`src/design/baser_rx_defines.svh`:
```
// Width, lock window, bad header limit and error counter width macros
`ifndef BASER_RX_DEFINES_SVH
`define BASER_RX_DEFINES_SVH

// Block format
`define BASER_DATA_W        64  // Scrambled payload bits per block
`define BASER_HDR_W         2   // Sync header bits ahead of the payload

// Block lock
`define BASER_LOCK_WINDOW   64  // Headers per lock window
`define BASER_BAD_HDR_LIMIT 16  // Invalid headers in one window that drop lock

// Statistics
`define BASER_ERR_CNT_W     16  // Each saturating error counter

`endif

```
`src/design/baser_rx_pkg.sv`:
```
// Block, payload union and XGMII word types, XGMII, control and block type codes
`include "baser_rx_defines.svh"

package baser_rx_pkg;

    // Control block payload, code 0 sits just above the block type
    typedef struct packed {
        logic [7:0][6:0] code;
        logic [7:0]      btype;
    } baser_ctrl_view_t;

    typedef union packed {
        logic [`BASER_DATA_W/8-1:0][7:0] data_bytes;  // Byte 0 lowest
        baser_ctrl_view_t                ctrl;
    } baser_payload_u;

    typedef struct packed {
        logic [`BASER_HDR_W-1:0] hdr;
        baser_payload_u          payload;
    } baser_block_t;

    typedef struct packed {
        logic [`BASER_DATA_W-1:0]   rxd;
        logic [`BASER_DATA_W/8-1:0] rxc;  // One flag per byte lane
    } xgmii_word_t;

    // XGMII characters
    localparam logic [7:0] XGMII_IDLE   = 8'h07;
    localparam logic [7:0] XGMII_LPI    = 8'h06;
    localparam logic [7:0] XGMII_START  = 8'hfb;
    localparam logic [7:0] XGMII_TERM   = 8'hfd;
    localparam logic [7:0] XGMII_ERROR  = 8'hfe;
    localparam logic [7:0] XGMII_SEQ_OS = 8'h9c;
    localparam logic [7:0] XGMII_RES_0  = 8'h1c;
    localparam logic [7:0] XGMII_RES_1  = 8'h3c;
    localparam logic [7:0] XGMII_RES_2  = 8'h7c;
    localparam logic [7:0] XGMII_RES_3  = 8'hbc;
    localparam logic [7:0] XGMII_RES_4  = 8'hdc;
    localparam logic [7:0] XGMII_RES_5  = 8'hf7;

    // 7-bit control codes on the line
    localparam logic [6:0] CTRL_IDLE  = 7'h00;
    localparam logic [6:0] CTRL_LPI   = 7'h06;
    localparam logic [6:0] CTRL_ERROR = 7'h1e;
    localparam logic [6:0] CTRL_RES_0 = 7'h2d;
    localparam logic [6:0] CTRL_RES_1 = 7'h33;
    localparam logic [6:0] CTRL_RES_2 = 7'h4b;
    localparam logic [6:0] CTRL_RES_3 = 7'h55;
    localparam logic [6:0] CTRL_RES_4 = 7'h66;
    localparam logic [6:0] CTRL_RES_5 = 7'h78;

    localparam logic [3:0] O_SEQ_OS = 4'h0;  // Only ordered set code accepted

    localparam logic [1:0] SYNC_DATA = 2'b10;
    localparam logic [1:0] SYNC_CTRL = 2'b01;

    // Block types, lanes listed from 7 down to 0
    localparam logic [7:0] BT_CTRL     = 8'h1e;  // C7..C0
    localparam logic [7:0] BT_OS_4     = 8'h2d;  // D7 D6 D5 O4 C3..C0
    localparam logic [7:0] BT_START_4  = 8'h33;  // D7 D6 D5 S4 C3..C0
    localparam logic [7:0] BT_OS_START = 8'h66;  // D7 D6 D5 S4 D3 D2 D1 O0
    localparam logic [7:0] BT_OS_04    = 8'h55;  // D7 D6 D5 O4 D3 D2 D1 O0
    localparam logic [7:0] BT_START_0  = 8'h78;  // D7..D1 S0
    localparam logic [7:0] BT_OS_0     = 8'h4b;  // C7..C4 D3 D2 D1 O0
    localparam logic [7:0] BT_TERM_0   = 8'h87;
    localparam logic [7:0] BT_TERM_1   = 8'h99;
    localparam logic [7:0] BT_TERM_2   = 8'haa;
    localparam logic [7:0] BT_TERM_3   = 8'hb4;
    localparam logic [7:0] BT_TERM_4   = 8'hcc;
    localparam logic [7:0] BT_TERM_5   = 8'hd2;
    localparam logic [7:0] BT_TERM_6   = 8'he1;
    localparam logic [7:0] BT_TERM_7   = 8'hff;

endpackage

```
`src/design/baser_descrambler.sv`:
```
// Self-synchronizing x^58 + x^39 + 1 descrambler, sync header delayed alongside
`timescale 1ns/1ps
`include "baser_rx_defines.svh"

module baser_descrambler (
    input  logic                       clk,
    input  logic                       rst,
    input  baser_rx_pkg::baser_block_t in_block,
    output baser_rx_pkg::baser_block_t out_block
);

    localparam int SCR_LEN = 58;  // Longest tap
    localparam int SCR_TAP = 39;  // Inner tap

    logic [SCR_LEN-1:0]               hist;   // Earlier scrambled bits, MSB newest
    logic [`BASER_DATA_W+SCR_LEN-1:0] ext;    // History below, this block above
    logic [`BASER_DATA_W-1:0]         clear;

    assign ext = {in_block.payload, hist};

    // Bit i of the block lands at ext[SCR_LEN+i]
    always_comb begin
        for (int i = 0; i < `BASER_DATA_W; i++) begin
            clear[i] = ext[SCR_LEN+i] ^ ext[SCR_LEN+i-SCR_TAP] ^ ext[i];
        end
    end

    always_ff @(posedge clk) begin
        if (rst) begin
            hist <= '0;
        end else begin
            hist <= in_block.payload[`BASER_DATA_W-1 -: SCR_LEN];
        end
    end

    always_ff @(posedge clk) begin
        out_block.hdr     <= in_block.hdr;  // Header keeps pace with its payload
        out_block.payload <= clear;
    end

endmodule

```
`src/design/baser_block_lock.sv`:
```
// Block lock FSM with header window counting and slip requests
`timescale 1ns/1ps
`include "baser_rx_defines.svh"

module baser_block_lock (
    input  logic                    clk,
    input  logic                    rst,
    input  logic [`BASER_HDR_W-1:0] hdr,
    output logic                    block_lock,
    output logic                    slip
);

    localparam int WIN_W = $clog2(`BASER_LOCK_WINDOW);
    localparam int BAD_W = $clog2(`BASER_BAD_HDR_LIMIT);

    logic [WIN_W-1:0] hdr_cnt;    // Headers seen in the current window
    logic [BAD_W-1:0] bad_cnt;    // Invalid headers in the current window
    logic             hdr_bad;
    logic             win_end;
    logic             bad_limit;

    // Only 01 and 10 are legal sync headers
    assign hdr_bad   = (hdr != baser_rx_pkg::SYNC_DATA) && (hdr != baser_rx_pkg::SYNC_CTRL);
    assign win_end   = hdr_cnt == WIN_W'(`BASER_LOCK_WINDOW - 1);
    assign bad_limit = hdr_bad && (bad_cnt == BAD_W'(`BASER_BAD_HDR_LIMIT - 1));

    // block_lock itself is the FSM state
    always_ff @(posedge clk) begin
        if (rst) begin
            block_lock <= 1'b0;
            slip       <= 1'b0;
            hdr_cnt    <= '0;
            bad_cnt    <= '0;
        end else begin
            slip <= 1'b0;
            if (!block_lock) begin
                bad_cnt <= '0;
                if (hdr_bad) begin
                    slip    <= 1'b1;        // Ask the gearbox to shift by one bit
                    hdr_cnt <= '0;
                end else if (win_end) begin
                    block_lock <= 1'b1;     // Full clean window
                    hdr_cnt    <= '0;
                end else begin
                    hdr_cnt <= hdr_cnt + 1'b1;
                end
            end else if (bad_limit) begin
                // Too many invalid headers, start hunting again
                block_lock <= 1'b0;
                slip       <= 1'b1;
                hdr_cnt    <= '0;
                bad_cnt    <= '0;
            end else if (win_end) begin
                hdr_cnt <= '0;
                bad_cnt <= '0;
            end else begin
                hdr_cnt <= hdr_cnt + 1'b1;
                if (hdr_bad) begin
                    bad_cnt <= bad_cnt + 1'b1;
                end
            end
        end
    end

endmodule

```
`src/design/xgmii_baser_dec.sv`:
```
// 64b/66b block to XGMII decoder with bad block and sequence error detection
`timescale 1ns/1ps
`include "baser_rx_defines.svh"

module xgmii_baser_dec (
    input  logic                       clk,
    input  logic                       rst,
    input  baser_rx_pkg::baser_block_t block,
    output baser_rx_pkg::xgmii_word_t  xgmii_rx,
    output logic                       bad_block,
    output logic                       seq_error
);

    localparam int LANES = `BASER_DATA_W / 8;

    logic [LANES-1:0][7:0] pay;        // Payload as bytes
    logic [LANES-1:0][7:0] pay_shift;  // Payload bytes moved down past the block type
    logic [LANES-1:0][7:0] dec_ctrl;   // Each control code as an XGMII character
    logic [LANES-1:0]      dec_err;    // Control code with no XGMII meaning
    logic [LANES-1:0][7:0] lane_d;
    logic [LANES-1:0]      lane_c;
    logic [7:0]            btype;
    logic [3:0]            o0;
    logic [3:0]            o4;
    logic [2:0]            term_pos;   // Lane of the terminate character
    logic                  bad_nxt;
    logic                  seq_nxt;
    logic                  frame_nxt;
    logic                  in_frame;

    // Upper bit flags a code that has no mapping
    function automatic logic [8:0] ctrl_char(input logic [6:0] code);
        case (code)
            baser_rx_pkg::CTRL_IDLE:  return {1'b0, baser_rx_pkg::XGMII_IDLE};
            baser_rx_pkg::CTRL_LPI:   return {1'b0, baser_rx_pkg::XGMII_LPI};
            baser_rx_pkg::CTRL_ERROR: return {1'b0, baser_rx_pkg::XGMII_ERROR};
            baser_rx_pkg::CTRL_RES_0: return {1'b0, baser_rx_pkg::XGMII_RES_0};
            baser_rx_pkg::CTRL_RES_1: return {1'b0, baser_rx_pkg::XGMII_RES_1};
            baser_rx_pkg::CTRL_RES_2: return {1'b0, baser_rx_pkg::XGMII_RES_2};
            baser_rx_pkg::CTRL_RES_3: return {1'b0, baser_rx_pkg::XGMII_RES_3};
            baser_rx_pkg::CTRL_RES_4: return {1'b0, baser_rx_pkg::XGMII_RES_4};
            baser_rx_pkg::CTRL_RES_5: return {1'b0, baser_rx_pkg::XGMII_RES_5};
            default:                  return {1'b1, baser_rx_pkg::XGMII_ERROR};
        endcase
    endfunction

    function automatic logic [7:0] os_char(input logic [3:0] ocode);
        if (ocode == baser_rx_pkg::O_SEQ_OS) begin
            return baser_rx_pkg::XGMII_SEQ_OS;
        end
        return baser_rx_pkg::XGMII_ERROR;
    endfunction

    function automatic logic [2:0] term_lane(input logic [7:0] bt);
        case (bt)
            baser_rx_pkg::BT_TERM_1: return 3'd1;
            baser_rx_pkg::BT_TERM_2: return 3'd2;
            baser_rx_pkg::BT_TERM_3: return 3'd3;
            baser_rx_pkg::BT_TERM_4: return 3'd4;
            baser_rx_pkg::BT_TERM_5: return 3'd5;
            baser_rx_pkg::BT_TERM_6: return 3'd6;
            baser_rx_pkg::BT_TERM_7: return 3'd7;
            default:                 return 3'd0;
        endcase
    endfunction

    assign pay       = block.payload.data_bytes;
    assign pay_shift = block.payload >> 8;
    assign btype     = block.payload.ctrl.btype;
    assign o0        = pay[4][3:0];     // Ordered set code in the low half
    assign o4        = pay[4][7:4];
    assign term_pos  = term_lane(btype);

    always_comb begin
        for (int k = 0; k < LANES; k++) begin
            {dec_err[k], dec_ctrl[k]} = ctrl_char(block.payload.ctrl.code[k]);
        end
    end

    always_comb begin
        lane_d    = pay;                // Lanes not set below keep their payload byte
        lane_c    = '0;
        bad_nxt   = 1'b0;
        seq_nxt   = 1'b0;
        frame_nxt = in_frame;

        if (block.hdr == baser_rx_pkg::SYNC_DATA) begin
            // Plain data, nothing to decode
        end else if (block.hdr == baser_rx_pkg::SYNC_CTRL) begin
            case (btype)
                baser_rx_pkg::BT_CTRL: begin
                    lane_d  = dec_ctrl;
                    lane_c  = '1;
                    bad_nxt = |dec_err;
                end
                baser_rx_pkg::BT_OS_4: begin
                    lane_d[3:0] = dec_ctrl[3:0];
                    lane_d[4]   = os_char(o4);
                    lane_c      = 8'h1f;
                    bad_nxt     = (|dec_err[3:0]) || (o4 != baser_rx_pkg::O_SEQ_OS);
                end
                baser_rx_pkg::BT_START_4: begin
                    lane_d[3:0] = dec_ctrl[3:0];
                    lane_d[4]   = baser_rx_pkg::XGMII_START;
                    lane_c      = 8'h1f;
                    bad_nxt     = |dec_err[3:0];
                    seq_nxt     = in_frame;
                    frame_nxt   = 1'b1;
                end
                baser_rx_pkg::BT_OS_START: begin
                    lane_d[0] = os_char(o0);
                    lane_d[4] = baser_rx_pkg::XGMII_START;
                    lane_c    = 8'h11;
                    bad_nxt   = o0 != baser_rx_pkg::O_SEQ_OS;
                    seq_nxt   = in_frame;
                    frame_nxt = 1'b1;
                end
                baser_rx_pkg::BT_OS_04: begin
                    lane_d[0] = os_char(o0);
                    lane_d[4] = os_char(o4);
                    lane_c    = 8'h11;
                    bad_nxt   = (o0 != baser_rx_pkg::O_SEQ_OS) ||
                                (o4 != baser_rx_pkg::O_SEQ_OS);
                end
                baser_rx_pkg::BT_START_0: begin
                    lane_d[0] = baser_rx_pkg::XGMII_START;
                    lane_c    = 8'h01;
                    seq_nxt   = in_frame;
                    frame_nxt = 1'b1;
                end
                baser_rx_pkg::BT_OS_0: begin
                    lane_d[0]   = os_char(o0);
                    lane_d[7:4] = dec_ctrl[7:4];
                    lane_c      = 8'hf1;
                    bad_nxt     = (o0 != baser_rx_pkg::O_SEQ_OS) || (|dec_err[7:4]);
                end
                baser_rx_pkg::BT_TERM_0, baser_rx_pkg::BT_TERM_1,
                baser_rx_pkg::BT_TERM_2, baser_rx_pkg::BT_TERM_3,
                baser_rx_pkg::BT_TERM_4, baser_rx_pkg::BT_TERM_5,
                baser_rx_pkg::BT_TERM_6, baser_rx_pkg::BT_TERM_7: begin
                    // Data below the terminate, control codes above it
                    for (int k = 0; k < LANES; k++) begin
                        if (k < term_pos) begin
                            lane_d[k] = pay_shift[k];
                        end else if (k == term_pos) begin
                            lane_d[k] = baser_rx_pkg::XGMII_TERM;
                            lane_c[k] = 1'b1;
                        end else begin
                            lane_d[k] = dec_ctrl[k];
                            lane_c[k] = 1'b1;
                            bad_nxt   = bad_nxt | dec_err[k];
                        end
                    end
                    seq_nxt   = !in_frame;
                    frame_nxt = 1'b0;
                end
                default: begin
                    lane_d  = {LANES{baser_rx_pkg::XGMII_ERROR}};  // Unknown block type
                    lane_c  = '1;
                    bad_nxt = 1'b1;
                end
            endcase
        end else begin
            lane_d  = {LANES{baser_rx_pkg::XGMII_ERROR}};  // Header 00 or 11
            lane_c  = '1;
            bad_nxt = 1'b1;
        end
    end

    always_ff @(posedge clk) begin
        if (rst) begin
            xgmii_rx.rxd <= {LANES{baser_rx_pkg::XGMII_ERROR}};
            xgmii_rx.rxc <= '1;
            bad_block    <= 1'b0;
            seq_error    <= 1'b0;
            in_frame     <= 1'b0;
        end else begin
            xgmii_rx.rxd <= lane_d;
            xgmii_rx.rxc <= lane_c;
            bad_block    <= bad_nxt;
            seq_error    <= seq_nxt;
            in_frame     <= frame_nxt;
        end
    end

endmodule

```
`src/design/baser_rx_err_count.sv`:
```
// Saturating bad block and sequence error counters, active while locked
`timescale 1ns/1ps
`include "baser_rx_defines.svh"

module baser_rx_err_count (
    input  logic                        clk,
    input  logic                        rst,
    input  logic                        block_lock,
    input  logic                        bad_block,
    input  logic                        seq_error,
    input  logic                        clr_counts,
    output logic [`BASER_ERR_CNT_W-1:0] bad_block_count,
    output logic [`BASER_ERR_CNT_W-1:0] seq_error_count
);

    localparam int NUM_CNT = 2;

    logic [NUM_CNT-1:0]                       hit;  // Qualified event per counter
    logic [NUM_CNT-1:0][`BASER_ERR_CNT_W-1:0] cnt;

    // Events while unlocked are noise from the alignment search
    assign hit = {seq_error, bad_block} & {NUM_CNT{block_lock}};

    assign bad_block_count = cnt[0];
    assign seq_error_count = cnt[1];

    always_ff @(posedge clk) begin
        for (int i = 0; i < NUM_CNT; i++) begin
            if (rst || clr_counts) begin
                cnt[i] <= '0;               // Clear wins over a same-cycle event
            end else if (hit[i] && (cnt[i] != '1)) begin
                cnt[i] <= cnt[i] + 1'b1;    // Hold at all ones
            end
        end
    end

endmodule

```
`src/design/baser_rx_top.sv`:
```
// 10GBASE-R receive top with descrambler, block lock, decoder and error counters
`timescale 1ns/1ps
`include "baser_rx_defines.svh"

module baser_rx_top (
    input  logic                        clk,
    input  logic                        rst,
    input  baser_rx_pkg::baser_block_t  rx_block,
    input  logic                        clr_counts,
    output baser_rx_pkg::xgmii_word_t   xgmii_rx,
    output logic                        bad_block,
    output logic                        seq_error,
    output logic                        block_lock,
    output logic                        slip,
    output logic [`BASER_ERR_CNT_W-1:0] bad_block_count,
    output logic [`BASER_ERR_CNT_W-1:0] seq_error_count
);

    baser_rx_pkg::baser_block_t desc_block;  // Descrambled, one cycle behind rx_block

    baser_descrambler i_descrambler (
        .clk       (clk),
        .rst       (rst),
        .in_block  (rx_block),
        .out_block (desc_block)
    );

    // Lock works on the raw headers, ahead of the data path
    baser_block_lock i_block_lock (
        .clk        (clk),
        .rst        (rst),
        .hdr        (rx_block.hdr),
        .block_lock (block_lock),
        .slip       (slip)
    );

    xgmii_baser_dec i_dec (
        .clk       (clk),
        .rst       (rst),
        .block     (desc_block),
        .xgmii_rx  (xgmii_rx),
        .bad_block (bad_block),
        .seq_error (seq_error)
    );

    baser_rx_err_count i_err_count (
        .clk             (clk),
        .rst             (rst),
        .block_lock      (block_lock),
        .bad_block       (bad_block),
        .seq_error       (seq_error),
        .clr_counts      (clr_counts),
        .bad_block_count (bad_block_count),
        .seq_error_count (seq_error_count)
    );

endmodule

```
`config.mk`:
```
export PLATFORM = sky130hd
export DESIGN_NAME = baser_rx_top
export DESIGN_NICKNAME = d
export VERILOG_FILES = /design/src/design/baser_rx_pkg.sv /design/src/design/baser_descrambler.sv /design/src/design/baser_block_lock.sv /design/src/design/xgmii_baser_dec.sv /design/src/design/baser_rx_err_count.sv /design/src/design/baser_rx_top.sv
export VERILOG_INCLUDE_DIRS = /design/src /design/src/design
export SDC_FILE = /design/constraint.sdc
export NUM_CORES = 1
export LEC_CHECK = 0
export ABC_AREA = 1
export BUFFER_PORTS_ARGS = -buffer_cell sky130_fd_sc_hd__buf_2
export CAP_MARGIN = 10
export CORE_MARGIN = 10
export CORE_UTILIZATION = 40
export CTS_CLUSTER_SIZE = 12
export DETAILED_ROUTE_END_ITERATION = 8
export GPL_TIMING_DRIVEN = 0
export PLACE_DENSITY = 0.64
export SYNTH_ARGS = -nofsm -noshare
export SYNTH_HDL_FRONTEND = slang
export SYNTH_SLANG_ARGS = --single-unit
```
`constraint.sdc`:
```
create_clock -name clk -period 4.2 [get_ports clk]
set_input_delay 0.21 -clock clk [delete_from_list [all_inputs] [get_ports clk]]
set_output_delay 0.21 -clock clk [all_outputs]
set_load 0.01 [all_outputs]
```
=== Word-level counts from Yosys, hierarchy flattened ===
Cells that the tools add are included.

* Eq/ne operators: 94
* Add/subtract/negate cells: 4
* Reductions and logical operators: 39
* Bitwise logic cells: 139
* Muxes and demuxes: 115
* $lt $le $gt $ge: 7

{| class="wikitable"
|+ Operator list
! operator !! number
|-
| one-hot mux 9 bit (9 select lines) || 8
|-
| == test 7 bit (second input constant) || 32
|-
| two-way mux 8 bit || 24
|-
| one-hot mux 24 bit (3 select lines) || 2
|-
| two-way mux 64 bit || 2
|-
| bitwise XOR 1 bit || 128
|-
| == test 7 x 6 -> 1 bit (second input constant) || 16
|-
| one-hot mux 8 bit (6 select lines) || 2
|-
| two-way mux 1 bit || 68
|-
| == test 8 bit (second input constant) || 8
|-
| == test 7 x 3 -> 1 bit (second input constant) || 8
|-
| == test 7 x 5 -> 1 bit (second input constant) || 8
|-
| logical NOT 7 bit || 8
|-
| one-hot mux 8 bit (5 select lines) || 1
|-
| adder 16 x 1 -> 16 bit (second input constant) || 2
|-
| == test 8 x 7 -> 1 bit (second input constant) || 4
|-
| inequality test 16 bit (second input constant) || 2
|-
| two-way mux 6 bit || 4
|-
| one-hot mux 3 bit (7 select lines) || 1
|-
| == test 8 x 6 -> 1 bit (second input constant) || 2
|-
| OR reduction 4 bit || 4
|-
| OR reduction 8 bit || 2
|-
| == test 3 bit (first input constant) || 4
|-
| OR reduction 2 bit || 5
|-
| 29 further kinds || 53
|}

* Word-level logic and storage cells: 412
* Input bits: 69
* Output and inout port bits: 108
* Register bits: 243

=== Depth between registers and ports, before layout ===
* Depth after elaboration: 48
* Depth in mapped cells: 15

=== Modules after synthesis ===
Synthesis repeated with hierarchy kept, for this count alone.

* Cell total of the unflattened synthesis: 2070
* Area, all modules: 13061.3 µm²

{| class="wikitable"
|+ By module, submodules not included
! module !! cells an instance !! area an instance (µm²) !! sequential area each (µm²) !! times used
|-
| xgmii_baser_dec || 973 || 5810.6 || 1501.4 || 1
|-
| baser_descrambler || 694 || 4724.5 || 2482.4 || 1
|-
| baser_rx_err_count || 325 || 1953.1 || 640.6 || 1
|-
| baser_block_lock || 78 || 573.0 || 240.2 || 1
|}

=== Worst setup path after synthesis ===
Ideal clock, no wire load.

* Kind: register to register
* Start point: register i_descrambler.out_block[3] (netlist bit)
* End point: register, netlist name i_dec.xgmii_rx[14]
* Setup time: 128 ps
* Required time: 4072 ps
* Period minus slack after synthesis: 1764 ps
* Stages on the path, launching flop included: 13
* Arrival time: 1636 ps
* Path slack: 2436 ps
* Path buffers: 1
* Cells stage by stage: dfxtp_1 nand2_1 nor2_1 inv_1 nor2_1 nor2_4 nand4_4 nand3_4 inv_2 buf_6 nand3_2 nor2_1 a21oi_1

* Cells in the longest elaborated chain, start to end: 8

{| class="wikitable"
|+ RTL lines
! what !! line !! RTL
|-
| start: declaration || baser_descrambler.sv:9 || <nowiki>output baser_rx_pkg::baser_block_t out_block</nowiki>
|-
| branches (longest 5 deep; another with less-than comparator 1 x 3 -> 1 bit) || -- ||
|-
| one-hot mux 8 bit (6 select lines) * || xgmii_baser_dec.sv:90 || <nowiki>case (btype)</nowiki>
|-
| two-way mux 64 bit * || xgmii_baser_dec.sv:89 || <nowiki>end else if (block.hdr == baser_rx_pkg::SYNC_CTRL) begin</nowiki>
|-
| two-way mux 64 bit * || xgmii_baser_dec.sv:87 || <nowiki>if (block.hdr == baser_rx_pkg::SYNC_DATA) begin</nowiki>
|}

Mark *: on every way between the ends.
A chain may end at the register's enable or synchronous reset.

=== Worst setup path in the final report ===
* Start point: register i_descrambler.out_block[5] (netlist bit)
* End point: register i_dec.bad_block

* Cells in the longest elaborated chain, start to end: 48

{| class="wikitable"
|+ RTL lines
! what !! line !! RTL
|-
| branches (longest 46 deep; another with less-than comparator 1 x 3 -> 1 bit) || -- ||
|-
| one-hot mux 1 bit (8 select lines) * || xgmii_baser_dec.sv:90 ||
|-
| two-way mux 1 bit * || xgmii_baser_dec.sv:89 ||
|-
| end signal: assignment || xgmii_baser_dec.sv:180 || <nowiki>bad_block <= bad_nxt;</nowiki>
|-
| end: declaration || xgmii_baser_dec.sv:10 || <nowiki>output logic bad_block,</nowiki>
|}

Mark *: on every way between the ends. The select of a mux whose other input is x is not followed.

==> summary.txt <==
Run status
  – Outcome: completed

Hold path
  – Hold Path Class: input pin to register

Timing
  – Worst-margin pin slew: 791 ps
  – Skew final: 13.9 ps
  – Slew Limit Fails: 0
  – F_max: 369 MHz
  – Final setup violation count: 0
  – RSZ-0062 raised after global routing: no
  – Relative slew slack: 47.2%
  – TNS Setup: 0 ps
  – Hold Fails Final Rpt: 0
  – Period utilisation layout: 64.4%
  – Min Tclk post-route: 2710 ps

CTS
  – Setup repair bufs after CTS: 0
  – Hold bufs inserted after CTS: 61
  – Clock root buffer: clkbuf_16
  – Worst skew pair latency: 540 ps
  – CTS buffer count: 27
  – Register clock-pin slew on the reported worst setup and hold paths: 60 ps
  – Bufs on Longest Clock Path: 3
  – H-tree depth: 1
  – Post-CTS sizing: 0
  – CTS tree: yes
  – Total clock sinks: 243

Place
  – Placed cell areas: 13500 µm²
  – Placed insts: 2304
  – Detailed placement HPWL: 33800 µm
  – Port-buffer cells: 176
  – Gpl congestion: 0.989

Global routing
  – GRT Residual Overflow: 0
  – Largest net degree at the start of global routing: 13
  – Vias in the first global route: 11900
  – First-pass GRT wire length: 67500 µm
  – Antenna violations before repair: 0
  – GRT Total Usage: 22.0%

Power and ir drop
  – Leak: 6.74 nW
  – Internal power: 4.16 mW
  – Combinational power share: 17.1%
  – Sw Ratio: 30.3%
  – Clock share of power: 37.4%
  – Power per cell area: 400 nW/µm²
  – Worst IR Drop VDD: 0.267 mV
  – Total net switching power: 1.80 mW
  – Flop pwr share: 45.5%

Floorplan
  – Die H: 194 µm
  – Row Count: 63
  – Initial Utilization: 40.7%
  – Number of I/O pins: 177
  – Die width: 194 µm
  – Core footprint: 29800 µm²
  – Die area: 37600 µm²

Detailed routing
  – Avg Vias per Cell: 5.19
  – Routed WL: 43700 µm
  – DRC Markers: 0
  – Wire per inst: 18.1 µm
  – Vias: 12500
  – Antenna-violating nets left: 0
  – Drt pass-1 iters: 6
  – Initial DRC Count: 1226

Critical path
  – Reg2reg setup slack: 1490 ps
  – CP Capture Point: i_dec.bad_block
  – Critical Path Start: i_descrambler.out_block[5]
  – Critical path arrival: 3130 ps
  – Worst Setup Path Type: register to register
  – Reg-to-reg endpoint: i_dec.bad_block
  – Crit Path Max Fanout: 8
  – Critical path endpoint category: register
  – CP Launch Type: register
  – Worst reg2reg startpoint: i_descrambler.out_block[5]
  – CP Data Required Time: 4620 ps
  – Reg2Reg Depth: 11

Finish
  – Final nets: 2077
  – P&R area growth vs syn: 23.1%
  – Register Area: 4860 µm²
  – Final non-filler cell total: 2406
  – Share of cells above drive strength 1: 13.1%
  – FILL cells: 2951
  – Post-route design area: 14900 µm²
  – Area of the multi-input gates: 6240 µm²
  – Inserted Diodes: 0

Synthesis
  – Mapped Nets: 1811
  – Avg Cell Area, Syn: 6.97 µm²
  – Seq/Total Area, Yosys: 40.2%
  – Main synth FF type: dfxtp_1
  – Cells after Synth: 1738
  – Library cells used by synthesis: 47
  – #FFs+latches synth: 243
  – Ys async rst share: 0%
  – Ys Warns: 0
  – Cell Area, Synth: 12100 µm²
  – Post-synth EDFFs: 0

Job
  – Max Cap Viol: 0
==> through the flow <==
step	hold WS [ps]	power, mW	util [%]	setup slack, ps
finish	8.11	5.96	50.1	1490
global route	6.47	6.22	50.1	1360
CTS	4.67	5.98	50.1	1570
detailed placement	345	3.70	45.2	1580
global placement	348	3.70	45.2	1610
floorplan	238	3.29	-	2440
==> registers in the layout, summed over array words and instances, names as in the netlist <==
| name | count |
|---|---|
| i_block_lock.bad_cnt | 4 |
| i_err_count.seq_error_count | 16 |
| i_descrambler.out_block | 66 |
| i_err_count.bad_block_count | 16 |
| i_descrambler.hist | 58 |
| i_dec.xgmii_rx | 72 |
| i_dec.bad_block | 1 |
| i_dec.seq_error | 1 |
| i_block_lock.hdr_cnt | 6 |
| i_block_lock.slip | 1 |
| i_dec.in_frame | 1 |
| i_block_lock.block_lock | 1 |
==> logic make-up after synthesis <==
logic type               after synthesis  synth area share [%]
AO/OA/AOI/OAI                        237                  11.5
XOR/XNOR                             133                  9.62
adder cells (fa/ha/maj)                4                 0.413
buffers and inverters                261                  8.35
flip-flops                           243                  40.2
AND/OR/NAND/NOR                      860                  30.0
==> synth_stat cells (4+ instances only) <==
library cell	number	share of area [%]
a31oi_1	19	0.98
dfxtp_1	243	40
buf_2	7	0.29
xor2_1	35	2.5
nor3_1	40	1.7
inv_1	213	6.6
o221ai_1	8	0.58
o2111ai_1	5	0.36
nand3_2	4	0.33
nor2_1	343	11
a21oi_1	73	3.0
o21ai_1	4	0.17
nand3b_1	5	0.31
o211ai_1	8	0.50
xnor2_1	98	7.1
nor3b_1	7	0.43
o22ai_1	8	0.41
nand2_2	9	0.46
nand2_1	328	10
ha_1	4	0.41
or2_2	4	0.21
nand4_1	27	1.4
nand3_1	75	3.1
a22oi_1	19	1.2
a211oi_1	5	0.31
o21a_1	5	0.31
clkbuf_1	23	0.71
o21ai_0	75	3.1
nor2_2	6	0.31
inv_2	11	0.34
==> worst min-delay path by stage <==
stage / startpoint / endpoint / slack [ps] / cells past startpoint
finish: rx_block[4] / i_descrambler.out_block[62] / 8 / 2
global route: rx_block[4] / i_descrambler.out_block[62] / 6 / 2
CTS: rx_block[4] / i_descrambler.out_block[62] / 5 / 2
detailed placement: rx_block[64] / i_descrambler.out_block[64] / 340 / 1
global placement: rx_block[65] / i_descrambler.out_block[65] / 350 / 1
floorplan: rx_block[64] / i_descrambler.out_block[64] / 240 / 0
==> worst max-delay path: stages (launching register included) <==
cell	delay, ps
dfxtp_1	380
nor2_1	370
nand3_2	240
nand2_2	200
nor2_4	90
nand2_2	170
inv_1	250
nor2_1	340
nand2_1	110
nor2_1	120
nand2_1	60
a21oi_1	240
==> area by class of cell <==
cell class | count | area share (%)
clock inverter | 8 | 0.688
buffer | 35 | 1.09
timing repair buffer | 237 | 10.0
inverter | 226 | 5.69
sequential | 243 | 32.6
multi-input combinational | 1234 | 41.8
clock buffer | 33 | 4.82
tap | 390 | 3.27
==> placed cells by master (no fill, tap or decap), types with 8 or more instances in the layout <==
cell,Yosys,layout
o21ai_0,75,75
a21oi_1,73,73
nor3_1,40,40
inv_2,11,11
nor2_1,343,343
xnor2_1,98,98
a22oi_1,19,19
clkbuf_16,0,27
dfxtp_1,243,243
nand3_1,75,75
a31oi_1,19,19
buf_2,7,183
nand4_1,27,27
clkbuf_1,23,27
o211ai_1,8,8
nand2_2,9,9
o22ai_1,8,8
nand2_1,328,328
o221ai_1,8,8
dlygate4sd3_1,0,61
xor2_1,35,35
inv_1,213,213
==> power by group through the flow <==
stage               clock [mW]  combinational (mW)  sequential [mW]
detailed placement           0               0.953             2.75
global placement             0               0.950             2.75
finish                    2.23                1.02             2.71
floorplan                    0               0.618             2.67
CTS                       2.28                1.00             2.70
global route              2.38                1.12             2.72
==> routing by layer <==
metal	track usage (%)	share of wire, %
met1	29.0	43
met2	35.3	44
met3	4.55	9.9
met4	7.16	3.3
met5	0	0
Note: power is estimated with default switching activity, not from simulation.
